<file path="src/common/core_pkg.sv">
package core_pkg;

	localparam int xlen = 64;

	typedef logic [63:0] u64;
	typedef logic [31:0] u32;
	typedef logic [xlen-1:0] word_t;
	typedef logic [4:0] creg_addr_t;

	// first fetch address after reset
	localparam u64 pc_reset = 64'h0000_0000_8000_0000;

	// major opcodes
	localparam logic [6:0] op_imm   = 7'b0010011;
	localparam logic [6:0] op_reg   = 7'b0110011;
	localparam logic [6:0] op_lui   = 7'b0110111;
	localparam logic [6:0] op_load  = 7'b0000011;
	localparam logic [6:0] op_store = 7'b0100011;

	// funct3 values
	localparam logic [2:0] f3_addsub = 3'b000;
	localparam logic [2:0] f3_xor    = 3'b100;
	localparam logic [2:0] f3_or     = 3'b110;
	localparam logic [2:0] f3_and    = 3'b111;
	// doubleword width for ld and sd
	localparam logic [2:0] f3_double = 3'b011;

	// funct7 values for register-register ops
	localparam logic [6:0] f7_base = 7'b0000000;
	localparam logic [6:0] f7_sub  = 7'b0100000;

	typedef enum logic [2:0] {
		alu_add,
		alu_sub,
		alu_and,
		alu_or,
		alu_xor,
		alu_pass_b
	} alu_op_t;

	typedef struct packed {
		logic    regwrite;
		logic    memread;
		logic    memwrite;
		logic    alusrc_imm;
		alu_op_t alu_op;
	} control_t;

	typedef struct packed {
		logic valid;
		u64   pc;
		u32   raw_instr;
	} fetch_data_t;

	typedef struct packed {
		logic       valid;
		u64         pc;
		u32         raw_instr;
		control_t   ctl;
		creg_addr_t dst;
		word_t      srca;
		word_t      srcb;
		word_t      imm;
	} decode_data_t;

	typedef struct packed {
		logic       valid;
		u64         pc;
		u32         raw_instr;
		control_t   ctl;
		creg_addr_t dst;
		word_t      alu_out;
		word_t      store_data;
	} execute_data_t;

	typedef struct packed {
		logic       valid;
		u64         pc;
		u32         raw_instr;
		logic       regwrite;
		creg_addr_t dst;
		word_t      result;
	} memory_data_t;

endpackage
</file>
<file path="src/pipeline/regfile.sv">
`timescale 1ns/1ps

module regfile (
	input  logic                 clk,
	input  logic                 arst_n,
	input  core_pkg::creg_addr_t ra1,
	input  core_pkg::creg_addr_t ra2,
	output core_pkg::word_t      rd1,
	output core_pkg::word_t      rd2,
	input  logic                 wvalid,
	input  core_pkg::creg_addr_t wa,
	input  core_pkg::word_t      wd
);

	// x0 has no storage
	core_pkg::word_t regs [1:31];

	always_ff @(posedge clk or negedge arst_n) begin
		if (!arst_n) begin
			for (int i = 1; i < 32; i++) begin
				regs[i] <= '0;
			end
		end else if (wvalid && wa != '0) begin
			regs[wa] <= wd;
		end
	end

	// read-through of the write in flight this cycle
	assign rd1 = (ra1 == '0) ? '0 : (wvalid && wa == ra1) ? wd : regs[ra1];
	assign rd2 = (ra2 == '0) ? '0 : (wvalid && wa == ra2) ? wd : regs[ra2];

	// decode must drop regwrite for rd = x0 all the way down the pipe
	no_x0_write: assert property (@(posedge clk) disable iff (!arst_n)
		wvalid |-> wa != '0)
		else $error("register write addressed to x0");

endmodule

</file>
<file path="config.mk">
export PLATFORM = sky130hd
export DESIGN_NAME = regfile
export DESIGN_NICKNAME = d
export VERILOG_FILES = /design/src/common/core_pkg.sv /design/src/pipeline/regfile.sv
export SDC_FILE = /design/constraint.sdc
export NUM_CORES = 2
export LEC_CHECK = 0
export BUFFER_PORTS_ARGS = -buffer_cell sky130_fd_sc_hd__buf_2
export CORE_UTILIZATION = 44
export DETAILED_ROUTE_END_ITERATION = 16
export GPL_TIMING_DRIVEN = 0
export HOLD_SLACK_MARGIN = 0.15
export PLACE_DENSITY_LB_ADDON = 0.05
export SKIP_CTS_REPAIR_TIMING = 1
export SLEW_MARGIN = 0
export SYNTH_ARGS = -nofsm -noshare
export SYNTH_HDL_FRONTEND = slang
export SYNTH_SLANG_ARGS = --single-unit
</file>
<file path="constraint.sdc">
create_clock -name clk -period 2.8 [get_ports clk]
set_clock_uncertainty 0.2 [all_clocks]
set_input_delay 0.28 -clock clk [delete_from_list [all_inputs] [get_ports clk]]
set_output_delay 0.28 -clock clk [all_outputs]
set_load 0.1 [all_outputs]
</file>
After elaboration in Yosys (flattened, before gate mapping)
Index checks and enable logic that the tools add are counted.

Output and inout port bits: 128. Flip-flop bits (word level): 1984. Input bits: 82. Logic and storage cells: 60.

Equality and inequality tests: 2. Bitwise gates (word level): 3. Muxes and demuxes: 13. $lt $le $gt $ge: 4. Reduce and logical (&&, ||, !) cells: 7.

Operators with widths (count): $bwmux W1984 (1); $bmux W64 S5 (2); $mux W64 (9); $demux W64 S5 (1); $ge A6 B6 Y1 const B (3); $not A5 Y6 (3); $eq A5 B5 Y1 (2); $logic_not A5 Y1 (2); $lt A6 B1 Y1 const B (1); $reduce_bool A5 Y1 (1); $logic_and A1 B1 Y1 (4).

Logic depth before layout (Yosys ltp)
Depth in word-level cells: 6. Gate-level depth with buffers: 10.

Worst setup path before layout
OpenSTA, ideal clock, no wires.

Path kind: in2out. Start: in ra1[0]. End: out rd1[27]. Path slack: -2.310 ns. Data arrival time: 4.630 ns. Stages: 10. Path through: buf_6 > buf_12 > buf_12 > buf_12 > buf_8 > buf_12 > mux2i_1 > a221oi_1 > o21ai_1 > o41ai_1.

Word-level cells in the longest chain between the ends: 6. Elaborated cells between the ends (all ways): 9. Classes of those cells: eq/ne (1); mux (5); bitwise (1); reduce/logical (2).

Ends and longest elaborated chain: from (decl) (line regfile.sv:6) `input core_pkg::creg_addr_t ra1,`; $not A5 Y6 (not written as such) (line regfile.sv:29) `assign rd1 = (ra1 == '0) ? '0 : (wvalid && wa == ra1) ? wd : regs[ra1];`; $bmux W64 S5 (line regfile.sv:29); $mux W64 (not written as such) (2 in series) (line regfile.sv:29); $mux W64 (line regfile.sv:29); $mux W64 * (line regfile.sv:29); to (decl) (line regfile.sv:8) `output core_pkg::word_t rd1,`.

Mark *: on every way between the ends. The rest lies on a longest branch, timed or not. The select of a mux whose other input is x is not followed.

Final worst setup path
Start: in ra1[3]. End: out rd1[27].

Same word-level chain as after synthesis.

==> impl_metrics.toml <==
[detailed_routing]
drtAntennaViolNets = 0
dr.pass1.iters = 8
first_iter_violations = 11700
via_count = 82600
drt_wl_total_mm = 594
drc = 0
wl_per_cell_um = 51.8
vias_per_cell = 7.20

[worst_setup_path]
crit_fanout = 10
cp_data_arrival_time_ns = 3.06
cp-start-kind = "primary input"
end_kind = "output port"
cp.required_ns = 2.32
critical_path_class = "in2out"

[power_and_ir_drop]
powerDensity_nw_per_um2 = 725
power_uw = 97100
p_leak_uw = 0.0573
ir_drop_v = 0.000656

[layout]
fin_nets = 8129
top_regs = "regs (1984)"
fillers = 19600
largest-register = "regs"
regArea_um2 = 49600
drive_gt1_share_pct = 60.3
largest_reg_flops = 1984
multi_input_area_um2 = 57200
area_growth_pct = 25.0

[sta]
fin_crit_sh_pct = 127
worst_slack_ns = -0.743
hold-worst-slack_ns = -0.921
min_period_ns = 3.54
slew_headroom_pct = -11.2
max_clock_freq_ghz = 0.282
rsz0062_at_grt = "true"
setup_tns_ns = -61.18
setup_viol = 237
worst_pin_slew_ns = 1.67
slew_viol_final = 122
finalHoldViolations = 618

[global_routing]
grt_usage_pct = 47.4
grt_max_degree = 162
grt_pass1_wl_mm = 757
overflow = 0
antenna_found_initial = 66
grt_pass1_vias = 79100

[clock_tree]
cts_made_buffers = 224
worstSkewPairLatency_ns = 0.91
clk_pin_slew_ns = 0.06
clock_path_buffers = 3
h-tree-depth = 4
cts_tree = "yes"
cts-root-buf = "clkbuf_16"
clock-sinks = 1984

[logic_synthesis]
syn_area_per_cell_um2 = 14.9
synth_top_area_share_pct = 46.4
synth-main-ff-cell = "dfrtp_1"
synth_seq_cells = 1984
yosys_warnings = 0
syn_area_um2 = 107000
synthArstFlopShare_pct = 100
synth_top_area_cell = "dfrtp_1"
synth_commonest_cells = "mux2_2 (2284), dfrtp_1 (1984), mux4_2 (848)"
syn_nets = 7286
synth_area_leaders = "dfrtp_1 (46%), mux2_2 (24%), mux4_2 (18%)"
yosys.cell_types.count = 56
syn_inst = 7204
synth_edf_count = 0
synth.most_common_cell = "mux2_2"
synth_seq_area_share_pct = 46.4

[placed_design]
port_buffers = 199
post-dp-hpwl_mm = 391
post-place-ws_ns = -3.40
place_congestion = 1.03

[floorplan]
coreArea_um2 = 241000
ios = 210
num_rows = 180
dieHeight_um = 495
chipWidth_um = 495
die-area_um2 = 245000
floorplan.initialDensity_pct = 44.4

[job]
timing.max_cap.violations = 12

[hold_path]
min-delay-path-class = "in2async"

[status]
violations = "hold timing, capacitance limit, slew limit, setup timing"
status = "finished, violations left"
## through the flow
step,instance area (um^2),cells,hold slack [ns],utilization (%)
after floorplan,109000,7204,-0.216,-
after detailed placement,116000,10700,0.0594,47.9
after global routing,134000,11400,-0.859,55.4
after global placement,114000,10600,0.299,47.2
after CTS,123000,11100,-0.887,51.1
final,134000,11500,-0.921,55.5
## layout make-up
type	count	share of cell area [%]
Antenna cell	53	0.0991
Buffer	787	5.19
Clock buffer	335	5.00
Clock inverter	76	0.740
Inverter	1	0.00280
Multi-Input combinational cell	4427	42.8
Sequential cell	1984	37.1
Tap cell	3185	2.98
Timing Repair Buffer	622	6.13
## logic make-up after synthesis
logic type	share of synthesized area, %
buffers and inverters	3.61
AOI/OAI and AO/OA	4.28
DFF	46.4
and+or+nand+nor	2.39
muxes	43.3
xor gates and xnor gates	0.0818
## power by group
part / internal [uW] / switching [uW] / total [uW]
sequential: 34300 / 4350 / 38700
combinational: 13500 / 13400 / 26900
clock: 18300 / 13300 / 31600
## routing by layer
| metal | share of wire [%] | global-route usage [%] | vias up |
|---|---|---|---|
| li1 | - | - | 29800 |
| met1 | 35 | 56.9 | 44300 |
| met2 | 41 | 64.8 | 6437 |
| met3 | 13 | 20.0 | 2012 |
| met4 | 10 | 42.1 | 34 |
| met5 | 0.097 | 1.08 | - |
## worst max-delay path, stage by stage
cell and delay, ns:
buf_2 0.17, buf_4 0.32, or2_2 0.19, buf_6 0.33, nor2_4 0.14, buf_12 0.19
a221oi_1 0.30, o21ai_1 0.16, o41ai_4 0.61, buf_6 0.31
## placed cells by master, fill, tap and decap left out, types with 89 or more instances in the layout
cell              n
nor2_1          156
dfrtp_1        1983
mux2i_1         122
buf_2           158
buf_12          219
buf_6           107
mux4_2          853
mux2_2         2210
buf_4           228
dlygate4sd3_1   117
clkbuf_1        332
a221oi_1        131
buf_16           89
clkbuf_16       252
nand2_1         118
## worst paths after layout
kind                                              from                     end  slack, ns  depth (start not counted)
worst min-delay path                            arst_n   regs[245]$_DFFE_PN0P_      -0.92                          1
max in group asynchronous                       arst_n   regs[412]$_DFFE_PN0P_       0.64                          4
worst max-delay path                            ra1[3]                 rd1[27]      -0.74                         10
worst max register to register  regs[1168]$_DFFE_PN0P_  regs[1168]$_DFFE_PN0P_       1.67                          2
worst min register to register   regs[761]$_DFFE_PN0P_   regs[761]$_DFFE_PN0P_       0.32                          1
min in group clk                                wd[59]   regs[187]$_DFFE_PN0P_       0.11                          3
No activity file was read; power rests on OpenSTA's default activity.
