File: src/common/core_pkg.sv
package core_pkg;

	localparam int xlen = 64;

	typedef logic [63:0] u64;
	typedef logic [31:0] u32;
	typedef logic [xlen-1:0] word_t;
	typedef logic [4:0] creg_addr_t;

	// first fetch address after reset
	localparam u64 pc_reset = 64'h0000_0000_8000_0000;

	// major opcodes
	localparam logic [6:0] op_imm   = 7'b0010011;
	localparam logic [6:0] op_reg   = 7'b0110011;
	localparam logic [6:0] op_lui   = 7'b0110111;
	localparam logic [6:0] op_load  = 7'b0000011;
	localparam logic [6:0] op_store = 7'b0100011;

	// funct3 values
	localparam logic [2:0] f3_addsub = 3'b000;
	localparam logic [2:0] f3_xor    = 3'b100;
	localparam logic [2:0] f3_or     = 3'b110;
	localparam logic [2:0] f3_and    = 3'b111;
	// doubleword width for ld and sd
	localparam logic [2:0] f3_double = 3'b011;

	// funct7 values for register-register ops
	localparam logic [6:0] f7_base = 7'b0000000;
	localparam logic [6:0] f7_sub  = 7'b0100000;

	typedef enum logic [2:0] {
		alu_add,
		alu_sub,
		alu_and,
		alu_or,
		alu_xor,
		alu_pass_b
	} alu_op_t;

	typedef struct packed {
		logic    regwrite;
		logic    memread;
		logic    memwrite;
		logic    alusrc_imm;
		alu_op_t alu_op;
	} control_t;

	typedef struct packed {
		logic valid;
		u64   pc;
		u32   raw_instr;
	} fetch_data_t;

	typedef struct packed {
		logic       valid;
		u64         pc;
		u32         raw_instr;
		control_t   ctl;
		creg_addr_t dst;
		word_t      srca;
		word_t      srcb;
		word_t      imm;
	} decode_data_t;

	typedef struct packed {
		logic       valid;
		u64         pc;
		u32         raw_instr;
		control_t   ctl;
		creg_addr_t dst;
		word_t      alu_out;
		word_t      store_data;
	} execute_data_t;

	typedef struct packed {
		logic       valid;
		u64         pc;
		u32         raw_instr;
		logic       regwrite;
		creg_addr_t dst;
		word_t      result;
	} memory_data_t;

endpackage
File: src/pipeline/decode.sv
`timescale 1ns/1ps

module decode (
	input  core_pkg::fetch_data_t  data_f,
	output core_pkg::creg_addr_t   ra1,
	output core_pkg::creg_addr_t   ra2,
	input  core_pkg::word_t        rd1,
	input  core_pkg::word_t        rd2,
	output core_pkg::decode_data_t data_d
);

	core_pkg::u32         instr;
	logic [6:0]           opcode;
	logic [2:0]           funct3;
	logic [6:0]           funct7;
	core_pkg::creg_addr_t rd;
	core_pkg::word_t      imm_i;
	core_pkg::word_t      imm_s;
	core_pkg::word_t      imm_u;
	core_pkg::word_t      imm;
	core_pkg::control_t   ctl;
	logic                 supported;

	assign instr  = data_f.raw_instr;
	assign opcode = instr[6:0];
	assign rd     = instr[11:7];
	assign funct3 = instr[14:12];
	assign funct7 = instr[31:25];
	assign ra1    = instr[19:15];
	assign ra2    = instr[24:20];

	assign imm_i = {{52{instr[31]}}, instr[31:20]};
	assign imm_s = {{52{instr[31]}}, instr[31:25], instr[11:7]};
	assign imm_u = {{32{instr[31]}}, instr[31:12], 12'b0};

	always_comb begin
		ctl        = '0;
		ctl.alu_op = core_pkg::alu_add;
		imm        = imm_i;
		supported  = 1'b0;
		case (opcode)
			core_pkg::op_imm: begin
				// addi only
				supported      = (funct3 == core_pkg::f3_addsub);
				ctl.regwrite   = supported;
				ctl.alusrc_imm = 1'b1;
			end
			core_pkg::op_reg: begin
				supported    = 1'b1;
				ctl.regwrite = 1'b1;
				case ({funct7, funct3})
					{core_pkg::f7_base, core_pkg::f3_addsub}: ctl.alu_op = core_pkg::alu_add;
					{core_pkg::f7_sub, core_pkg::f3_addsub}:  ctl.alu_op = core_pkg::alu_sub;
					{core_pkg::f7_base, core_pkg::f3_xor}:    ctl.alu_op = core_pkg::alu_xor;
					{core_pkg::f7_base, core_pkg::f3_or}:     ctl.alu_op = core_pkg::alu_or;
					{core_pkg::f7_base, core_pkg::f3_and}:    ctl.alu_op = core_pkg::alu_and;
					default: begin
						supported    = 1'b0;
						ctl.regwrite = 1'b0;
					end
				endcase
			end
			core_pkg::op_lui: begin
				supported      = 1'b1;
				ctl.regwrite   = 1'b1;
				ctl.alusrc_imm = 1'b1;
				ctl.alu_op     = core_pkg::alu_pass_b;
				imm            = imm_u;
			end
			core_pkg::op_load: begin
				supported      = (funct3 == core_pkg::f3_double);
				ctl.regwrite   = supported;
				ctl.memread    = supported;
				ctl.alusrc_imm = 1'b1;
			end
			core_pkg::op_store: begin
				supported      = (funct3 == core_pkg::f3_double);
				ctl.memwrite   = supported;
				ctl.alusrc_imm = 1'b1;
				imm            = imm_s;
			end
			default: begin
				supported = 1'b0;
			end
		endcase
		// x0 is never written
		if (rd == '0) begin
			ctl.regwrite = 1'b0;
		end
	end

	always_comb begin
		assert final (!data_f.valid || supported)
			else $error("unsupported instruction %h at pc %h", instr, data_f.pc);
	end

	assign data_d.valid     = data_f.valid;
	assign data_d.pc        = data_f.pc;
	assign data_d.raw_instr = instr;
	assign data_d.ctl       = ctl;
	assign data_d.dst       = rd;
	assign data_d.srca      = rd1;
	assign data_d.srcb      = rd2;
	assign data_d.imm       = imm;

endmodule

File: config.mk
export PLATFORM = sky130hd
export DESIGN_NAME = decode
export DESIGN_NICKNAME = d
export VERILOG_FILES = /design/src/common/core_pkg.sv /design/src/pipeline/decode.sv
export SDC_FILE = /design/constraint.sdc
export NUM_CORES = 1
export LEC_CHECK = 0
export BUFFER_PORTS_ARGS = -buffer_cell sky130_fd_sc_hd__buf_4
export CORE_AREA = 8 8 205 207
export DETAILED_ROUTE_END_ITERATION = 16
export DIE_AREA = 0 0 213 215
export MAX_ROUTING_LAYER = met4
export RECOVER_POWER = 25
export SLEW_MARGIN = 20
export SYNTH_ARGS = -nofsm -noshare
export SYNTH_HDL_FRONTEND = slang
export SYNTH_SLANG_ARGS = --single-unit
File: constraint.sdc
create_clock -name vclk -period 1.5
set_input_delay 0 -clock vclk [all_inputs]
set_output_delay 0 -clock vclk [all_outputs]
set_load 0.03 [all_outputs]
[Yosys cells after proc, flatten, opt, wreduce, memory -nomap -nowiden]
Index checks and enable logic that the tools add are counted.
Word-level totals
  register bits: 0
  memories: 0
  logic and storage cells: 24
  ROM bits: 0
  bits in writable memories: 0
  bits in latches: 0
  output and inout bits: 311
  input bits: 225
Cells by class
  div/mod/pow operators: 0
  eq/ne operators: 10
  add/sub/neg operators: 0
  bitwise logic cells: 0
  shifts and indexed selects: 0
  magnitude comparators: 0
  reduce and logical (&&, ||, !) cells: 5
  muxes and demuxes: 9
  $mul: 0
Operators with widths (count)
  $pmux 31 s2: 1
  $eq 10x3->1 const B: 3
  $eq 7x6->1 const B: 3
  $pmux 3 s4: 1
  $eq 10x9->1 const B: 1
  $logic_not 10->1: 1
  $eq 7x2->1 const B: 1
  $eq 7x5->1 const B: 1
  $pmux 3 s2: 1
  $logic_not 5->1: 1
  $mux 1: 5
  $reduce_or 5->1: 1
  $pmux 1 s4: 1
  $reduce_or 4->1: 1
  $eq 3x2->1 const B: 1
  $logic_not 3->1: 1

[Longest topological paths before layout]
  depth in word-level cells: 5
  depth in mapped cells: 5
  gate-level depth less buffers: 4

[Least setup slack after synthesis]
Ideal clock, no wire load.
  path kind: input-to-output
  start: input port data_f[3] (netlist bit)
  end: output port data_d[202] (netlist bit)
  required time: 1.500 ns
  buffers on the path: 0
  slack: 0.087 ns
  stages: 3
  arrival: 1.413 ns
  cell sequence: and4bb_4 -> nand2_1 -> nor4_1
RTL lines
  from (decl): RTL line decode.sv:4  | input core_pkg::fetch_data_t data_f,
  to (decl): RTL line decode.sv:9  | output core_pkg::decode_data_t data_d

==> impl_results.md <==
* Post-DP HPWL at 10,730 microns
* DR WL/cell at 16.14 microns
* First-pass GRT wire length at 14,790 microns
* Starting density of the core at 6.615%
* Pre-CTS setup slack at -0.08315 ns
* Adder-Cell Fraction of Synth Area at 0%
* Sequential share of the synthesized area at 0%
* Core Box Area at 39,000 sq um
* Crit Path Max Fanout at 4
* Min-delay src: rd1[30]
* Share of cells above drive strength 1 at 72.22%
* Nets@finish at 461
* Detailed Route WL at 12,250 microns
* Final Hold Vio Count at 0
* Sequential Area at 0 sq um
* Arr. time, crit path at 1.39 ns
* Power, Total at 0.8319 mW
* Tightest Hold Check Type: input pin to primary output
* Final Core Density at 6.063%
* WP data required at 1.50 ns
* Clock buffer count at 0
* Setup TNS at 0 ns
* Postcts setup bufs at 0
* Post-route setup slack at 0.1056 ns
* Multi-input gate area at 483.0 sq um
* Pre-antenna DRT Iters at 4
* Placed insts at 759
* Vias in the first global route at 1,744
* Fillers at 4,628
* Final setup fails at 0
* Tmin final at 1.394 ns
* Die area at 45,800 sq um
* Fin cells at 759
* Most frequent cell after synthesis: buf_4
* Yosys warning total at 0
* Number of sequential cells at 0
* Final Slew Violations at 0
* Synth top area share at 79.73%
* Placer's final routability congestion estimate at 0.7277
* Floorplan row count at 73
* Via Count at 1,598
* Largest net degree at the start of global routing at 23
* Mux cell area share after synthesis at 0%
* # IOs at 536
* Max_cap viols at 0
* Initial antenna violation count at 0
* # DRC at 0
* Hold Path Stages at 0
* Max Freq at 0.7172 GHz
* Mapped Cells at 352
* Rel. slew slack at 73.20%
* GRT Residual Overflow at 0
* Antenna cell count at 0
* Post-Synth Simple-Gate Area at 10.62%
* Hold path endpoint: data_d[158]
* Area growth from synthesis to layout at -8.341%
* Post-synthesis xor/xnor area fraction at 0%
* Synth cell count leaders: buf_4 (274), a21o_1 (19), nand2_1 (13), and2_1 (8), nand3_1 (6)
* Crit end category: primary output
* Die height at 215 microns
* Maximum vdd ir drop at 115.7 uV
* RSZ-0062 raised after global routing: no
* Setup Crit Path Kind: input pin to primary output
* Leak at 1.058 nW
* Post-Syn Area at 2580 sq um
* Syn nets at 577
* Largest family of logic cells by synthesized area: buffers and inverters
* Final worst-path cycle share at 92.96%
* Iteration-0 DRC count of the detailed router at 40
* Detail Route Antenna Nets at 0
* Status: finished clean
* Vias per inst at 2.105
* Area fraction in compound gates after synthesis at 7.856%
* Most area-consuming cells after synthesis: buf_4 (80%), a21o_1 (5.5%), and2_1 (1.9%)
* PortBufs at 150
* CP startpoint kind: input pin
* Die X at 213 microns
* All-Layer GR Usage at 4.827%
* Unique masters post-synth at 29
* Largest area contributor in the synthesized netlist: buf_4
* PD cells at 351.8 nW/um^2
* Syn Area/Cell at 7.329 sq um
* Actual slew at the worst max-slew pin at 0.4019 ns
==> worst max path at each step <==
stage                     startpoint     endpoint  slack [ns]  cells after the start
after detailed placement   data_f[5]  data_d[203]       -0.08                      6
after global placement     data_f[5]  data_d[203]       -0.07                      6
after floorplan            data_f[3]  data_d[202]        0.09                      3
after global routing      data_f[25]  data_d[199]       0.006                      6
after CTS                  data_f[5]  data_d[199]        0.03                      6
final                      data_f[3]  data_d[199]        0.11                      6
==> report_power, final <==
| group | switching, mW | internal, mW |
|---|---|---|
| clock network | 0 | 0 |
| logic | 0.534 | 0.298 |
| registers | 0 | 0 |
==> timing repair <==
item / CTS / global route
hold buffers: 0 / 0
pin swaps: 0 / 0
resized for setup: 1 / 1
cloned: 0 / 0
setup endpoints to repair: 1 / 1
==> kinds of logic after synthesis <==
logic type             after synthesis
and+or+nand+nor                     45
buffers and inverters              280
AOI/OAI and AO/OA                   27
==> cell type report <==
| cell class | instances | share of cell area [%] |
|---|---|---|
| repair buffers | 161 | 51.64 |
| well taps | 525 | 27.78 |
| multi-input cells | 72 | 20.42 |
| inverters | 1 | 0.1587 |
==> metrics by stage <==
stage / area, sq um / hold slack (ns)
after global routing: 2365 / 0.00004342
after CTS: 2364 / 0.0002048
final: 2365 / 0.00001057
after detailed placement: 2359 / 0.0002048
after global placement: 2359 / 0.0002048
after floorplan: 2580 / 0.1236
==> metal layers <==
metal / routed length (microns) / track usage, %
met2: 5361 / 7.382
met5: 0 / -
met1: 3605 / 4.075
met3: 2139 / 3.056
met4: 1145 / 4.119
==> critical path, stage by stage <==
cell and delay (ns):
buf_4 0.11, and4bb_4 0.37, nand4_2 0.18, or2_1 0.29, o41ai_2 0.22, buf_4 0.22
==> cell usage in the layout, fill, tap and decap left out, types with 2 or more instances in the layout <==
cell type,count
nor2_1,3
nand3_1,6
nor3b_1,2
a21o_1,19
and2_1,7
nand2_1,13
nor3_1,2
a21oi_1,3
buf_4,160
Note: power is estimated with default switching activity, not from simulation.
