--- src/common/core_pkg.sv ---
package core_pkg;

	localparam int xlen = 64;

	typedef logic [63:0] u64;
	typedef logic [31:0] u32;
	typedef logic [xlen-1:0] word_t;
	typedef logic [4:0] creg_addr_t;

	// first fetch address after reset
	localparam u64 pc_reset = 64'h0000_0000_8000_0000;

	// major opcodes
	localparam logic [6:0] op_imm   = 7'b0010011;
	localparam logic [6:0] op_reg   = 7'b0110011;
	localparam logic [6:0] op_lui   = 7'b0110111;
	localparam logic [6:0] op_load  = 7'b0000011;
	localparam logic [6:0] op_store = 7'b0100011;

	// funct3 values
	localparam logic [2:0] f3_addsub = 3'b000;
	localparam logic [2:0] f3_xor    = 3'b100;
	localparam logic [2:0] f3_or     = 3'b110;
	localparam logic [2:0] f3_and    = 3'b111;
	// doubleword width for ld and sd
	localparam logic [2:0] f3_double = 3'b011;

	// funct7 values for register-register ops
	localparam logic [6:0] f7_base = 7'b0000000;
	localparam logic [6:0] f7_sub  = 7'b0100000;

	typedef enum logic [2:0] {
		alu_add,
		alu_sub,
		alu_and,
		alu_or,
		alu_xor,
		alu_pass_b
	} alu_op_t;

	typedef struct packed {
		logic    regwrite;
		logic    memread;
		logic    memwrite;
		logic    alusrc_imm;
		alu_op_t alu_op;
	} control_t;

	typedef struct packed {
		logic valid;
		u64   pc;
		u32   raw_instr;
	} fetch_data_t;

	typedef struct packed {
		logic       valid;
		u64         pc;
		u32         raw_instr;
		control_t   ctl;
		creg_addr_t dst;
		word_t      srca;
		word_t      srcb;
		word_t      imm;
	} decode_data_t;

	typedef struct packed {
		logic       valid;
		u64         pc;
		u32         raw_instr;
		control_t   ctl;
		creg_addr_t dst;
		word_t      alu_out;
		word_t      store_data;
	} execute_data_t;

	typedef struct packed {
		logic       valid;
		u64         pc;
		u32         raw_instr;
		logic       regwrite;
		creg_addr_t dst;
		word_t      result;
	} memory_data_t;

endpackage
--- src/pipeline/execute.sv ---
`timescale 1ns/1ps

module execute (
	input  core_pkg::decode_data_t  data_d,
	output core_pkg::execute_data_t data_e
);

	core_pkg::word_t opa;
	core_pkg::word_t opb;
	core_pkg::word_t alu_out;

	assign opa = data_d.srca;
	assign opb = data_d.ctl.alusrc_imm ? data_d.imm : data_d.srcb;

	// loads and stores come through here as add for the address
	always_comb begin
		case (data_d.ctl.alu_op)
			core_pkg::alu_add:    alu_out = opa + opb;
			core_pkg::alu_sub:    alu_out = opa - opb;
			core_pkg::alu_and:    alu_out = opa & opb;
			core_pkg::alu_or:     alu_out = opa | opb;
			core_pkg::alu_xor:    alu_out = opa ^ opb;
			core_pkg::alu_pass_b: alu_out = opb;
			default:              alu_out = opa + opb;
		endcase
	end

	assign data_e.valid      = data_d.valid;
	assign data_e.pc         = data_d.pc;
	assign data_e.raw_instr  = data_d.raw_instr;
	assign data_e.ctl        = data_d.ctl;
	assign data_e.dst        = data_d.dst;
	assign data_e.alu_out    = alu_out;
	// rs2 value is the sd payload
	assign data_e.store_data = data_d.srcb;

endmodule

--- config.mk ---
export PLATFORM = sky130hd
export DESIGN_NAME = execute
export DESIGN_NICKNAME = d
export VERILOG_FILES = /design/src/common/core_pkg.sv /design/src/pipeline/execute.sv
export SDC_FILE = /design/constraint.sdc
export NUM_CORES = 1
export LEC_CHECK = 0
export ABC_AREA = 1
export BUFFER_PORTS_ARGS = -buffer_cell sky130_fd_sc_hd__buf_4
export CORE_AREA = 2 2 210 212
export DETAILED_ROUTE_END_ITERATION = 7
export DIE_AREA = 0 0 212 214
export PLACE_DENSITY = 0.59
export SLEW_MARGIN = 20
export SYNTH_ARGS = -nofsm -noshare
export SYNTH_HDL_FRONTEND = slang
export SYNTH_SLANG_ARGS = --single-unit
--- constraint.sdc ---
create_clock -name vclk -period 6
set_input_delay 0.3 -clock vclk [all_inputs]
set_output_delay 0.3 -clock vclk [all_outputs]
set_load 0.1 [all_outputs]
# Yosys cells after proc, flatten, opt, wreduce, memory -nomap -nowiden
# Index checks and enable logic that the tools add are counted.
# totals
word_cells	12
inputBits	301
register_bits	0
# op_classes
n_mux	2
eq_ne	5
bitwise_logic	3
n_addsub	2
# ops
op	count
64-bit case mux with 5 select lines	1
64-bit adder	1
64-bit bitwise AND	1
64-bit 2-to-1 mux	1
64-bit bitwise OR	1
64-bit subtractor	1
64-bit XOR	1
3-bit by 2-bit equality test with 1-bit output (second input constant)	2
3-bit equality test (second input constant)	2
3-bit by 1-bit equality test with 1-bit output (second input constant)	1

# Depth between registers and ports, before layout
# Gate-level depths: netlist (run 1).
# depth
word_depth	3
depth_mapped	31
ltp_nobuf	30

# Least setup slack after synthesis (run 1)
# OpenSTA, ideal clock, no wires.
# synth_timing
path_type	input to output
start	in data_d[200] in the netlist's numbering
end	out data_e[103] in the netlist's numbering
path_stages	23
arrival_time_ns	4.298
setup_slack_ns	1.402
path_buffers	2
cell_sequence	buf_6 -> buf_6 -> nand2_1 -> nand2_1 -> ha_1 -> nand3_2 -> nor2_4 -> nand3_2 -> nor2_4 -> a21oi_1 -> a21oi_1 -> xor2_1 -> ha_1 -> nand2_1 -> nor2_1 -> inv_1 -> nor2_1 -> inv_1 -> nor2_1 -> nand2_1 -> nand2_1 -> a21oi_1 -> a21oi_1
# synth_rtl
item	line	text
start, declared	execute.sv:4	input core_pkg::decode_data_t data_d,
end, declared	execute.sv:5	output core_pkg::execute_data_t data_e

==> results_dict.tcl, run 1 <==
set metrics [dict create \
    syn-num-nets 2879 \
    portBuffers 328 \
    start_kind "input pin" \
    worst_slew_pin_slew_ns 1.13 \
    cts_resized 0 \
    critical_path.top_delay_family "simple AND/OR/NAND/NOR gates" \
    synth_seq_area_share_pct 0 \
    finalSetupViolCount 0 \
    track_usage_pct 26.9 \
    yosys_warnings 0 \
    wl_met2_mm 28.9 \
    p_int_w 0.000670 \
    synth.largest_area_cell "nand2_1" \
    crit_required_ns 5.70 \
    hpwl_mm 55.4 \
    n_antenna_cell 0 \
    design_area_um2 14800 \
    clock_buffers 0 \
    synth_area_um2 13100 \
    nFlopsAndLatches 0 \
    gr-total-overflow 0 \
    worstPathArrival_ns 5.38 \
    maxSlewHeadroom_pct 23.6 \
    seqPwrFrac_pct 0 \
    whs_ns 0.600 \
    drc 0 \
    ant_nets 0 \
    via_per_inst 5.15 \
    postPlaceCellArea_um2 14800 \
    crit_fanout 29 \
    power.density_nw_per_um2 188 \
    crit_type "in2out" \
    core_area_um2 42900 \
    synth_top_area_share_pct 21.8 \
    fin_tns_setup_ns 0 \
    endpoint_kind "primary output" \
    slew_viol_final 0 \
    period_needed_ns 5.68 \
    gp_congestion 0.991 \
    path_common_cell "nand2_1" \
    routed.top_layer "met5" \
    start_util_pct 30.6 \
    wl_met3_mm 4.45 \
    hold_class "in2out" \
    post-cts-setup-buffer-count 0 \
    drive_gt1_share_pct 17.5 \
    cpMaxStageDelayCell "nor3_1" \
    holdBufCountCts 0 \
    drt_pre_antenna_iters 6 \
    die_h_um 214 \
    power_leakage_nw 8.26 \
    die_x_um 212 \
    grt_setup_unrepaired "false" \
    critical_path_cell_count 26 \
    routedWlPerCell_um 20.7 \
    wirelength_met1_mm 28.4 \
    wl_mm 63.9 \
    clkPwrFrac_pct 0 \
    syn_area_per_cell_um2 5.50 \
    io_pins 538 \
    fin_nets 2996 \
    grt_pass1_wl_mm 92.7 \
    grt_max_degree 65 \
    synth_cell_types 41 \
    ir_drop_mv 0.208 \
    holdPathStages 0 \
    vias 15900 \
    drt_iter0_drc 1491 \
    mostFrequentLayoutCell "nand2_1" \
    row_count 76 \
    post-route-period-util_pct 94.7 \
    ys_top_cells_by_area "nand2_1, ha_1, buf_4" \
    seqCellArea_um2 0 \
    p_sw_w 0.00212 \
    drv_cap 0 \
    slowest_delay_ns 0.48 \
    antenna_found_initial 0 \
    pwr-share-comb_pct 100.0 \
    dieArea_um2 45400 \
    swShare_pct 76.0 \
    syn_inst 2385 \
    syn_to_final_growth_pct 13.2 \
    worst-path-buf-inv 4 \
    layout_common_cells "nand2_1, buf_4, inv_1, nor2_1, ha_1" \
    hold_viol_final 0 \
    status "finished clean" \
    fmax_ghz 0.176 \
    grt_pass1_vias 15100 \
    n_fill_cell 4840 \
]
## final timing paths
check / to / from / slack, ns
worst min-delay path: data_e[140] / data_d[204] / 0.60
worst max-delay path: data_e[115] / data_d[200] / 0.32
## power groups by stage
| stage | clock [W] | sequential [W] | combinational (W) |
|---|---|---|---|
| 6_report | 0 | 0 | 0.00279 |
| 5_1_grt | 0 | 0 | 0.00294 |
| 4_1_cts | 0 | 0 | 0.00276 |
| 3_5_place_dp | 0 | 0 | 0.00275 |
| 3_3_place_gp | 0 | 0 | 0.00274 |
| 2_1_floorplan | 0 | 0 | 0.00230 |
## cell type report
| class | instances | area (um^2) | share of cell area [%] |
|---|---|---|---|
| inverter | 343 | 1290 | 8.67 |
| multi-input combinational | 1817 | 10300 | 69.2 |
| tap | 585 | 732 | 4.93 |
| timing repair buffer | 340 | 2550 | 17.2 |
## logic make-up (layout without fill, tap and decap cells)
group | Yosys count | after routing | share of synthesized area, %
simple gates | 1210 | 1210 | 38.3
compound gates | 319 | 319 | 15.0
fa+ha+maj | 193 | 193 | 18.5
buf+inv | 568 | 683 | 21.8
xor+xnor | 95 | 95 | 6.35
## layer usage
| layer | global-route usage (%) | vias to the layer above |
|---|---|---|
| met3 | 2.26 | 112 |
| li1 | - | 7622 |
| met4 | 7.04 | 2 |
| met2 | 44.3 | 768 |
| met1 | 37.4 | 7384 |
| met5 | 0.754 | - |
## synthesized netlist by cell type
library cell,count
a2111oi_0,1
a21boi_0,2
a21o_1,2
a21oi_1,94
a221oi_1,39
a22oi_1,22
a31oi_1,3
and2_1,3
and3_1,3
buf_1,6
buf_2,4
buf_4,175
buf_6,9
clkbuf_1,31
clkinv_1,1
fa_1,1
ha_1,192
inv_1,333
inv_2,9
nand2_1,763
nand2_2,53
nand2_4,5
nand3_1,82
nand3_2,4
nand3b_1,1
nand4_1,17
nor2_1,237
nor2_2,12
nor2_4,8
nor3_1,18
nor4_1,3
o2111ai_1,24
o21a_1,4
o21ai_0,92
o21ai_1,15
o21ai_2,2
o21bai_1,18
o31ai_1,1
or2_2,1
xnor2_1,2
xor2_1,93
## per-stage QoR
step                      cells  power (W)  setup slack (ns)  util, %
after detailed placement   3085    0.00275             0.407     34.6
after CTS                  3085    0.00276             0.399     34.6
final                      3085    0.00279             0.319     34.6
after global routing       3085    0.00294            0.0340     34.6
after global placement     3085    0.00274             0.331     34.6
after floorplan            2385    0.00230              1.40        -
No activity file was read; power rests on OpenSTA's default activity.
==> run 2: changes to the inputs <==
==> constraint.sdc (replaced) <==
create_clock -name vclk -period 7.2
set_input_delay 0.36 -clock vclk [all_inputs]
set_output_delay 0.36 -clock vclk [all_outputs]
set_load 0.1 [all_outputs]
==> results_dict.tcl, run 2 (synthesis results as in run 1) <==
set metrics [dict create \
    status "finished clean" \
    nFlopsAndLatches 0 \
    postPlaceCellArea_um2 14800 \
    cpMaxStageDelayCell "buf_4" \
    hpwl_mm 55.3 \
    drt_iter0_drc 1521 \
    ant_nets 0 \
    worstPathArrival_ns 5.67 \
    vias 15900 \
    gr-total-overflow 0 \
    final_cells 3081 \
    fmax_ghz 0.166 \
    grt_max_degree 69 \
    crit_path_end "data_e[115]" \
    drive_gt1_share_pct 17.4 \
    slowest_delay_ns 0.52 \
    worst-path-buf-inv 5 \
    fin_tns_setup_ns 0 \
    use_met2_pct 44.9 \
    crit_fanout 68 \
    drc 0 \
    portBuffers 328 \
    die_x_um 212 \
    start_kind "input pin" \
    row_count 76 \
    power.density_nw_per_um2 157 \
    start_util_pct 30.6 \
    hold_viol_final 0 \
    dieArea_um2 45400 \
    grt_pass1_wl_mm 92.6 \
    grtUsageMet3_pct 3.78 \
    gp_congestion 1.01 \
    drt_pre_antenna_iters 6 \
    n_antenna_cell 0 \
    busiest_layer "met2" \
    layout_common_cells "nand2_1, buf_4, inv_1, nor2_1, ha_1" \
    die_h_um 214 \
    setup.worst_path.start "data_d[200]" \
    crit_type "in2out" \
    endpoint_kind "primary output" \
    n_fill_cell 4904 \
    grt_setup_unrepaired "false" \
    post-route-period-util_pct 83.8 \
    worst_slew_pin_slew_ns 1.06 \
    grt_pass1_vias 15100 \
    period_needed_ns 6.03 \
    syn_to_final_growth_pct 13.0 \
    antenna_found_initial 0 \
    drv_cap 0 \
    power_w 0.00232 \
    wl_mm 63.8 \
    maxSlewHeadroom_pct 28.4 \
    finalSetupViolCount 0 \
    critical_path.top_delay_family "simple AND/OR/NAND/NOR gates" \
    critical_path_cell_count 27 \
    hold_class "in2out" \
    cts_resized 0 \
    core_area_um2 42900 \
    grt_util_met1_pct 35.9 \
    path_common_cell "nand2_1" \
    routedWlPerCell_um 20.7 \
    clock_buffers 0 \
    power_leakage_nw 8.24 \
    post-cts-setup-buffer-count 0 \
    seqCellArea_um2 0 \
    track_usage_pct 26.8 \
    io_pins 538 \
    post-route-util_pct 34.5 \
    mostFrequentLayoutCell "nand2_1" \
    ir_drop_mv 0.152 \
    via_per_inst 5.15 \
    fin_nets 2992 \
    design_area_um2 14800 \
    slew_viol_final 0 \
    crit_required_ns 6.84 \
    dpl.cell_count 3081 \
    holdBufCountCts 0 \
]
run 2: changes by cell type in the layout (fill, tap and decap cells not counted):
cell,before,now
buf_4,340,336
run 2: layout make-up:
type | instances | area [um^2] | area share [%]
multi-input combinational | 1817 | 10300 | 69.3
tap | 585 | 732 | 4.94
timing repair buffer | 336 | 2520 | 17.0
inverter | 343 | 1290 | 8.69
run 2: metal layers:
metal	vias to the layer above	part of all wire, %
li1	7611	-
met1	7414	43
met2	740	46
met3	97	8.1
met4	2	2.8
met5	-	0.066
run 2: worst min path at each step:
stage | from | end | cells past startpoint
floorplan | data_d[64] | data_e[0] | 1
global placement | data_d[206] | data_e[142] | 0
detailed placement | data_d[206] | data_e[142] | 0
CTS | data_d[206] | data_e[142] | 0
global route | data_d[286] | data_e[222] | 0
finish | data_d[204] | data_e[140] | 0
run 2: power by group:
group	switching, W	internal, W	total (W)
Sequential	0	0	0
Combinational	0.00176	0.000555	0.00232
Clock	0	0	0
run 2: metrics by stage:
stage,setup WS (ns),hold WS (ns)
after global routing,0.725,0.720
final,1.17,0.720
after global placement,1.21,0.721
after detailed placement,1.29,0.721
after floorplan,2.48,0.932
after CTS,1.28,0.721
