<file path="config.mk">
export PLATFORM = sky130hd
export DESIGN_NAME = fetch
export DESIGN_NICKNAME = d
export VERILOG_FILES = /design/src/common/core_pkg.sv /design/src/pipeline/fetch.sv
export SDC_FILE = /design/constraint.sdc
export NUM_CORES = 1
export LEC_CHECK = 0
export BUFFER_PORTS_ARGS = -buffer_cell sky130_fd_sc_hd__clkbuf_2
export CAP_MARGIN = 10
export CORE_ASPECT_RATIO = 0.5
export CORE_MARGIN = 2
export CORE_UTILIZATION = 30
export CTS_CLUSTER_DIAMETER = 150
export DETAILED_ROUTE_END_ITERATION = 8
export PLACE_DENSITY_LB_ADDON = 0.15
export SLEW_MARGIN = 40
export SYNTH_ARGS = -nofsm -noshare
export SYNTH_HDL_FRONTEND = slang
export SYNTH_SLANG_ARGS = --single-unit
</file>
<file path="constraint.sdc">
create_clock -name clk -period 3.4 [get_ports clk]
set_clock_uncertainty 0.2 [all_clocks]
set_input_delay 0.34 -clock clk [delete_from_list [all_inputs] [get_ports clk]]
set_output_delay 0.34 -clock clk [all_outputs]
set_load 0.05 [all_outputs]
</file>
<file path="src/common/core_pkg.sv">
package core_pkg;

	localparam int xlen = 64;

	typedef logic [63:0] u64;
	typedef logic [31:0] u32;
	typedef logic [xlen-1:0] word_t;
	typedef logic [4:0] creg_addr_t;

	// first fetch address after reset
	localparam u64 pc_reset = 64'h0000_0000_8000_0000;

	// major opcodes
	localparam logic [6:0] op_imm   = 7'b0010011;
	localparam logic [6:0] op_reg   = 7'b0110011;
	localparam logic [6:0] op_lui   = 7'b0110111;
	localparam logic [6:0] op_load  = 7'b0000011;
	localparam logic [6:0] op_store = 7'b0100011;

	// funct3 values
	localparam logic [2:0] f3_addsub = 3'b000;
	localparam logic [2:0] f3_xor    = 3'b100;
	localparam logic [2:0] f3_or     = 3'b110;
	localparam logic [2:0] f3_and    = 3'b111;
	// doubleword width for ld and sd
	localparam logic [2:0] f3_double = 3'b011;

	// funct7 values for register-register ops
	localparam logic [6:0] f7_base = 7'b0000000;
	localparam logic [6:0] f7_sub  = 7'b0100000;

	typedef enum logic [2:0] {
		alu_add,
		alu_sub,
		alu_and,
		alu_or,
		alu_xor,
		alu_pass_b
	} alu_op_t;

	typedef struct packed {
		logic    regwrite;
		logic    memread;
		logic    memwrite;
		logic    alusrc_imm;
		alu_op_t alu_op;
	} control_t;

	typedef struct packed {
		logic valid;
		u64   pc;
		u32   raw_instr;
	} fetch_data_t;

	typedef struct packed {
		logic       valid;
		u64         pc;
		u32         raw_instr;
		control_t   ctl;
		creg_addr_t dst;
		word_t      srca;
		word_t      srcb;
		word_t      imm;
	} decode_data_t;

	typedef struct packed {
		logic       valid;
		u64         pc;
		u32         raw_instr;
		control_t   ctl;
		creg_addr_t dst;
		word_t      alu_out;
		word_t      store_data;
	} execute_data_t;

	typedef struct packed {
		logic       valid;
		u64         pc;
		u32         raw_instr;
		logic       regwrite;
		creg_addr_t dst;
		word_t      result;
	} memory_data_t;

endpackage
</file>
<file path="src/pipeline/fetch.sv">
`timescale 1ns/1ps

module fetch (
	input  logic                  clk,
	input  logic                  arst_n,
	output logic                  ireq_valid,
	output core_pkg::u64          ireq_addr,
	input  core_pkg::u32          iresp_data,
	output core_pkg::fetch_data_t data_f
);

	core_pkg::u64 pc;
	logic         running;

	// pc holds at the reset vector until the first fetch goes out
	always_ff @(posedge clk or negedge arst_n) begin
		if (!arst_n) begin
			running <= 1'b0;
			pc      <= core_pkg::pc_reset;
		end else begin
			running <= 1'b1;
			if (running) begin
				pc <= pc + 64'd4;
			end
		end
	end

	assign ireq_valid = running;
	assign ireq_addr  = pc;

	// bus answers in the same cycle
	assign data_f.valid     = running;
	assign data_f.pc        = pc;
	assign data_f.raw_instr = iresp_data;

endmodule

</file>
# Word level (Yosys, flattened, before mapping)
# Cells that the tools add are included.
dict set report word_totals {
  register_bits 65
  in_bits 34
  output_inout_bits 162
  word_cells 3
}
dict set report op_classes {
  n_addsub 1
}
# cell count
set ops {}
lappend ops {{$add A64 B3 Y64 const B} 1}

# Longest topological paths before layout
# Gate-level depths: netlist of run 1.
dict set report logic_depth {
  depth_word 1
  depth_mapped 7
  mapped_depth_nobuf 6
}

# Least setup slack after synthesis of run 1
# OpenSTA, ideal clock, no wires.
dict set report synth_path {
  path_type {register to register}
  from {reg pc[4], in the netlist ireq_addr[4]}
  to {reg pc[44], in the netlist ireq_addr[44]}
  setup_ps 144
  t_arrival_ps 2076
  required_time_ps 3056
  setup_slack_ps 980
  path_stages_with_launch 8
  n_path_buf 2
  synth_period_minus_slack_ps 2420
  cell_sequence {dfrtp_1 > buf_2 > nand2_1 > nor4_4 > and3_1 > buf_2 > nand4_1 > xnor2_1}
}
dict set report synth_between {
  elab_chain_len 1
}
# element line
set synth_lines {}
lappend synth_lines {{start, declared} fetch.sv:12} ;# core_pkg::u64 pc;
lappend synth_lines {{start signal, assigned} fetch.sv:19} ;# pc <= core_pkg::pc_reset;
lappend synth_lines {{start signal, assigned} fetch.sv:23} ;# pc <= pc + 64'd4;
lappend synth_lines {{$add A64 B3 Y64} fetch.sv:23}
# Every way passes these cells.
# A chain may end at the register's enable or synchronous reset.

# Final worst setup path of run 1
dict set report layout_path {
  from {reg pc[4], in the netlist ireq_addr[4]}
  to {reg pc[61], in the netlist ireq_addr[61]}
}
# The elaborated chain is that of the path after synthesis.

==> results of run 1 <==
worst max-delay path, delay by kind of cell, from the launching register on:
family	cells	cell delay [ns]
DFF	1	0.50
xor gates and xnor gates	1	0.17
and+or+nand+nor	4	1.70
how the worst max path moves through the flow:
stage	from	to	slack [ns]	depth (start not counted)
6_report	ireq_addr[4]	ireq_addr[61]	0.75	5
5_1_grt	ireq_addr[4]	ireq_addr[41]	0.47	5
4_1_cts	ireq_addr[4]	ireq_addr[61]	0.74	5
3_5_place_dp	ireq_addr[4]	ireq_addr[61]	0.74	5
3_3_place_gp	ireq_addr[4]	ireq_addr[61]	0.86	5
2_1_floorplan	ireq_addr[4]	ireq_addr[44]	0.98	7
flip-flops by register name (all words and copies together), names as in the netlist:
signal and count:
ireq_valid 1, ireq_addr 62
metal layers:
layer / track usage / wire length (microns) / part of all wire
met5: 0 / 0 / 0
met4: 0.0491 / 93 / 0.010
met3: 0.0437 / 566 / 0.061
met2: 0.197 / 4170 / 0.45
met1: 0.190 / 4490 / 0.48
area by class of cell:
class	count	area, sq um
tap	170	213
sequential	63	1580
multi-input combinational	224	1470
fill	1311	8310
clock buffer	16	272
timing repair buffer	131	671
inverter	2	7.51
stage by stage:
step	area (sq um)	cells
after floorplan	3820	393
after global placement	3930	589
after detailed placement	3930	589
after CTS	4210	606
after global routing	4210	606
final	4210	606
synth_stat cells:
cell,number,area share
nand3_1,27,0.035
xnor2_1,28,0.064
clkbuf_1,2,0.0020
nand4_4,1,0.0056
and2_1,2,0.0033
dfstp_2,1,0.0069
nand4_2,1,0.0033
and4_1,2,0.0046
nor4_1,8,0.013
mux2_2,1,0.0030
and3_1,8,0.013
nor4b_1,1,0.0023
nor3_1,16,0.021
nand4_1,20,0.033
nor2_1,20,0.020
buf_4,99,0.19
nand2_1,37,0.036
inv_1,2,0.0020
or2_2,2,0.0033
dfrtp_1,62,0.41
xor2_1,33,0.076
nor4_2,5,0.016
nand3_2,2,0.0053
buf_2,3,0.0039
nor3_2,1,0.0026
conb_1,2,0.0020
ha_1,1,0.0033
nor4_4,3,0.017
power groups by stage:
stage	Combinational (mW)	Clock (mW)	Sequential, mW
2_1_floorplan	0.403	0	1.01
3_3_place_gp	0.486	0	0.889
3_5_place_dp	0.483	0	0.892
4_1_cts	0.485	0.863	0.880
5_1_grt	0.502	0.891	0.886
6_report	0.479	0.836	0.879
kinds of logic after synthesis:
kind of cell	count (synthesis)	share of synthesized area
XOR/XNOR	61	0.140
adder cells (fa/ha/maj)	1	0.00328
buffers and inverters	106	0.203
flip-flops	63	0.414
multiplexers	1	0.00295
other	2	0.00197
AND/OR/NAND/NOR	156	0.235
==> metrics, run 1 <==
Worst Max-Slew Pin Slew=0.713 ns; share of cells above drive strength 1=0.362; Post-Syn Area=3810 sq um; Worst Setup Start Kind=flip-flop; number of H-tree levels=3; worst r2r src=ireq_addr[4]; 1st-iter DRT viols=106; fin. max-slew vios=0; vias in the first global route=2462; TritonCTS clock tree=done; setup bufs post-CTS=0; Combinational Power Share=0.218; synth unique cells=28; clock transition at the registers of the reported paths=0.05 ns; Min Hold Slack=0.287 ns; GRT Resource Usage Total=0.136; setup violators final=0; minimum clock period=2.65 ns; DIE HEIGHT=83.7 microns; fin crit share=0.779; hold buffer count at cts=1; worst r2r dst=ireq_addr[61]; setup ws final=0.751 ns; sw frac=0.352; Num CTS Buffers=9; residual DRC count=0; ANT cells=0; Clk Latency, worst-skew pair=0.33 ns; worst r2r path cells=5; Layout area overhead=10.5%; first-pass GRT wire length=14.3 mm; slowest cell on the critical path=nand4_1; GR Overflow Total=0; Post-Route WL=9.32 mm; initial antenna violation count=0; overall power=2.19 mW; leakage=2.16 nW; Reg2Reg Setup Slack=0.75 ns; Seq pwr share=0.401; Initial DRT Pass Iterations=4; clock net sink count=63; Final TNS setup=0 ns; clk buf depth=2; worst relative slew slack=0.523; CP peak stage delay=0.63 ns; Peak VDD IR=0.258 mV; Core ar.=12500 sq um; nets@finish=466; Crit path required time=3.45 ns; PortBufs=127; routed vias/inst=4.44; status=complete, no violations; Die X=163 microns; Clk pwr share=0.381; pin count of the biggest net entering global routing=36; Die ar.=13700 sq um; pwr/cell area=521 nW/um^2; RSZ-0062 raised after global routing=false; HPWL Detailed=7.16 mm; Synth Register Bits=63; Int Pwr=1.42 mW; Critical Path Fanout Max=13; Final Util=0.337; Vias=2688; gp weighted congestion=0.759; Crit. End Element=flip-flop; Syn. warnings=0; Max Cap Violations=0; hold path depth=1; type of the worst setup path=flip-flop to flip-flop; crit path DAT=2.70 ns; commonest non-fill, non-tap cells in the layout=126 x clkbuf_2, 62 x dfrtp_1, 37 x nand2_1, 33 x xor2_1, 28 x xnor2_1; Mapped Avg Cell Area=9.78 sq um; root buffer cell=clkbuf_16; commonest non-fill, non-tap cell in the layout=clkbuf_2; Max Freq=0.378 GHz; switching power=771 uW; ordered list of cells on the worst path=nand2_1 -> nor3_2 -> nand4_1 -> nor4_1 -> xor2_1; Initial Util=0.305; Worst Hold Class=flip-flop to flip-flop; Row Count=29; Detail Route Antenna Nets=0; pre-CTS WS=0.736 ns; post_cts resized=0; Post-Syn Instances=390; post-synthesis sequential area ratio=0.414; Avg WL per Cell=15.4 microns; I/O Pins=196; min-delay src=ireq_addr[63]; hold path endpoint=ireq_addr[63]; Hold Vio Cnt, Final=0
(Power assumes the default switching activity.)
==> run 2, diff against run 1 <==
==> constraint.sdc (replaced) <==
create_clock -name clk -period 2.4 [get_ports clk]
set_clock_uncertainty 0.2 [all_clocks]
set_input_delay 0.24 -clock clk [delete_from_list [all_inputs] [get_ports clk]]
set_output_delay 0.24 -clock clk [all_outputs]
set_load 0.05 [all_outputs]
==> metrics, run 2 (same netlist as run 1, synthesis figures left out) <==
status=complete, no violations; TritonCTS clock tree=done; initial antenna violation count=0; Crit. End Element=flip-flop; first-pass GRT wire length=15.5 mm; Max Freq=0.456 GHz; PortBufs=127; DIE HEIGHT=83.7 microns; Detail Route Antenna Nets=0; setup violators final=0; residual DRC count=0; ANT cells=0; Hold Vio Cnt, Final=0; Die X=163 microns; commonest non-fill, non-tap cell in the layout=clkbuf_2; Peak VDD IR=0.391 mV; Die ar.=13700 sq um; setup bufs post-CTS=0; RSZ-0062 raised after global routing=false; Worst Max-Slew Pin Slew=0.598 ns; Non-Filler Instances=638; post_cts resized=0; crit path DAT=2.24 ns; Num CTS Buffers=9; share of cells above drive strength 1=0.419; Core ar.=12500 sq um; pin count of the biggest net entering global routing=64; Worst Setup Start Kind=flip-flop; pwr/cell area=712 nW/um^2; HPWL Detailed=7.52 mm; fin. max-slew vios=0; Initial DRT Pass Iterations=6; Crit path required time=2.45 ns; fin crit share=0.913; Worst Hold Class=input port to asynchronous set/reset pin; clock net sink count=63; number of H-tree levels=3; Vias=2783; worst relative slew slack=0.599; GR Overflow Total=0; Post-Route WL=9.79 mm; type of the worst setup path=flip-flop to flip-flop; Row Count=29; nets@finish=498; placed insts=621; commonest non-fill, non-tap cells in the layout=127 x clkbuf_2, 60 x dfrtp_1, 37 x nand2_1, 34 x buf_4, 33 x xor2_1; leakage=2.34 nW; root buffer cell=clkbuf_16; routed vias/inst=4.36; GRT Resource Usage Total=0.148; hold buffer count at cts=1; vias in the first global route=2668; Critical Path Fanout Max=7; Final TNS setup=0 ns; clock transition at the registers of the reported paths=0.05 ns; Min Hold Slack=0.243 ns; gp weighted congestion=0.787; clk buf depth=2; 1st-iter DRT viols=129; overall power=3.18 mW; Layout area overhead=17.3%; Initial Util=0.305; Avg WL per Cell=15.3 microns; Clk Latency, worst-skew pair=0.33 ns; I/O Pins=196; minimum clock period=2.19 ns; max reg flops=62; Max Cap Violations=0
## run 2: stage by stage
stage / util / area [sq um] / setup slack, ns
3_3_place_gp: 0.334 / 4180 / 0.250
3_5_place_dp: 0.334 / 4180 / 0.213
5_1_grt: 0.357 / 4470 / 0.0230
2_1_floorplan: - / 3830 / 0.0131
6_report: 0.357 / 4470 / 0.209
4_1_cts: 0.357 / 4470 / 0.191
## run 2: per-layer routing
layer / vias up / track usage / routed length (microns)
met3: 19 / 0.0422 / 517
met4: 0 / 0.0442 / 130
met2: 92 / 0.213 / 4310
li1: 1364 / - / -
met1: 1308 / 0.215 / 4830
met5: - / 0 / 0
## run 2: cell type report
| type | count | area, sq um |
|---|---|---|
| Fill cell | 1291 | 8050 |
| Timing Repair Buffer | 163 | 921 |
| Multi-Input combinational cell | 224 | 1470 |
| Clock inverter | 4 | 20.0 |
| Clock buffer | 12 | 256 |
| Tap cell | 170 | 213 |
| Inverter | 2 | 7.51 |
| Sequential cell | 63 | 1580 |
## run 2: worst paths after layout
path | start | end | slack (ns) | cells after the start
worst max-delay path | ireq_addr[6] | ireq_addr[63] | 0.21 | 5
worst min-delay path | arst_n | ireq_addr[20] | 0.24 | 3
worst max register to register | ireq_addr[6] | ireq_addr[63] | 0.21 | 5
worst min register to register | ireq_addr[63] | ireq_addr[63] | 0.29 | 1
max in group asynchronous | arst_n | ireq_addr[31] | 1.39 | 3
min in group clk | iresp_data[21] | data_f[21] | 0.28 | 0
## run 2: power breakdown
group	total, mW	internal, mW	switching [mW]	leakage (nW)
sequential	1.21	1.12	0.0887	0.861
clock	1.20	0.747	0.454	0.142
combinational	0.770	0.182	0.588	1.34
total	3.18	2.05	1.13	2.34
## run 2: critical path: stages, from the launching register on
cell and delay, ns:
dfrtp_1 0.48, nand4_4 0.22, nor4_4 0.45, nand4_2 0.23, nor4_1 0.36, xor2_1 0.18
==> run 3, diff against run 2 <==
==> constraint.sdc (replaced) <==
create_clock -name clk -period 2.31 [get_ports clk]
set_clock_uncertainty 0.2 [all_clocks]
set_input_delay 0.231 -clock clk [delete_from_list [all_inputs] [get_ports clk]]
set_output_delay 0.231 -clock clk [all_outputs]
set_load 0.05 [all_outputs]
==> metrics, run 3 (same netlist as run 1, synthesis figures left out) <==
fin crit share=0.932; minimum clock period=2.15 ns; root buffer cell=clkbuf_16; Non-Filler Instances=637; Max Cap Violations=0; Die X=163 microns; routed vias/inst=4.44; cell family with the largest share of critical-path delay=simple AND/OR/NAND/NOR gates; I/O Pins=196; ANT cells=0; ordered list of cells on the worst path=nand2_1 -> nor4_4 -> buf_4 -> nand4_1 -> nor4_2 -> xor2_1; Crit. End Element=flip-flop; Row Count=29; Crit path required time=2.36 ns; Clk Latency, worst-skew pair=0.33 ns; Reg2Reg Setup Slack=0.16 ns; Layout area overhead=18.0%; Seq. cell area=1590 sq um; pre-CTS WS=0.0759 ns; placed insts=620; Critical path origin=ireq_addr[31]; CP peak stage delay=0.57 ns; worst r2r src=ireq_addr[31]; Worst Hold Class=input port to asynchronous set/reset pin; first-pass GRT wire length=15.3 mm; residual DRC count=0; nets@finish=498; clk buf depth=2; initial antenna violation count=0; number of H-tree levels=3; setup ws final=0.158 ns; GR Overflow Total=0; Num CTS Buffers=9; pin count of the biggest net entering global routing=64; HPWL Detailed=7.41 mm; commonest non-fill, non-tap cells in the layout=127 x clkbuf_2, 54 x dfrtp_1, 37 x nand2_1, 33 x xor2_1, 33 x buf_4; worst relative slew slack=0.652; Core ar.=12500 sq um; Critical Path Stages=6; DIE HEIGHT=83.7 microns; clock net sink count=63; type of the worst setup path=flip-flop to flip-flop; TritonCTS clock tree=done; Critical Path Fanout Max=6; 1st-iter DRT viols=185; commonest non-fill, non-tap cell in the layout=clkbuf_2; Peak VDD IR=0.348 mV; vias in the first global route=2709; max reg flops=62; Max Freq=0.465 GHz; Worst Setup Start Kind=flip-flop; leakage=2.35 nW; multi-input combinational cell area=1490 sq um; Post-Route WL=9.76 mm; GRT Resource Usage Total=0.146; PortBufs=127; Initial Util=0.305; slowest cell on the critical path=dfstp_2; clock transition at the registers of the reported paths=0.05 ns; status=complete, no violations; Vias=2829; Buf+Inv Stages, Crit Path=1; worst r2r path cells=6; share of cells above drive strength 1=0.428; Detail Route Antenna Nets=0; RSZ-0062 raised after global routing=false; Initial DRT Pass Iterations=4; FILL cells=1301; worst r2r dst=ireq_addr[55]; Worst Max-Slew Pin Slew=0.518 ns; Hold Vio Cnt, Final=0; setup violators final=0; gp weighted congestion=0.758; crit path DAT=2.20 ns; Final TNS setup=0 ns; crit path capture=ireq_addr[55]; Die ar.=13700 sq um; pwr/cell area=730 nW/um^2; fin. max-slew vios=0; Avg WL per Cell=15.3 microns
==> run 3: cell count changes in the layout (fill, tap and decap cells not counted) <==
cell	previous run	this run
dfrtp_1	60	54
dfrtp_2	2	8
clkinv_2	4	1
clkbuf_1	1	3
buf_12	1	2
buf_4	34	33
nor4_1	8	7
nor4_4	3	4
==> run 3: cell type report <==
class                      count  share of cell area
sequential                    63               0.353
multi-input combinational    224               0.331
timing repair buffer         163               0.208
clock buffer                  14              0.0587
tap                          170              0.0473
inverter                       2             0.00167
clock inverter                 1             0.00111
==> run 3: timing repair <==
item                                    in CTS  in global routing
endpoints found under the setup margin       0                  6
hold endpoints to repair                    62                  0
hold buffers                                 1                  0
gates resized for setup                      0                  2
setup buffers                                0                  1
==> run 3: worst min-delay path by stage <==
| stage | end | slack, ns | from | cells after the start |
|---|---|---|---|---|
| 2_1_floorplan | ireq_addr[10] | -0.26 | arst_n | 0 |
| 5_1_grt | data_f[19] | 0.26 | iresp_data[19] | 0 |
| 6_report | ireq_addr[27] | 0.25 | arst_n | 3 |
| 3_3_place_gp | ireq_addr[27] | 0.08 | arst_n | 2 |
| 4_1_cts | data_f[10] | 0.26 | iresp_data[10] | 0 |
| 3_5_place_dp | ireq_addr[27] | 0.08 | arst_n | 2 |
==> run 3: stage by stage <==
stage	instance area, sq um	power, mW	hold slack, ns	utilization
2_1_floorplan	3830	2.09	-0.265	-
3_3_place_gp	4200	2.08	0.0828	0.335
3_5_place_dp	4200	2.08	0.0819	0.335
4_1_cts	4480	3.34	0.262	0.358
5_1_grt	4500	3.43	0.262	0.359
6_report	4500	3.28	0.252	0.359
==> run 3: worst register-to-register path, delay by kind of cell, from the launching register on <==
family	cells	cell delay, ns
XOR/XNOR	1	0.17
buffers and inverters	1	0.20
flip-flops	1	0.57
AND/OR/NAND/NOR	4	0.94
==> run 3: power by group <==
| part | switching, mW | leakage, nW | total [mW] | internal (mW) |
|---|---|---|---|---|
| clock | 0.457 | 0.133 | 1.23 | 0.777 |
| combinational | 0.603 | 1.36 | 0.780 | 0.177 |
| sequential | 0.0933 | 0.853 | 1.27 | 1.18 |
| total | 1.15 | 2.35 | 3.28 | 2.13 |
==> run 3: metal layers <==
metal / track usage / vias to the layer above / wire (microns)
met2: 0.210 / 79 / 4290
met1: 0.209 / 1356 / 4690
met5: 0 / - / 0
met3: 0.0422 / 25 / 611
li1: - / 1369 / -
met4: 0.0499 / 0 / 158
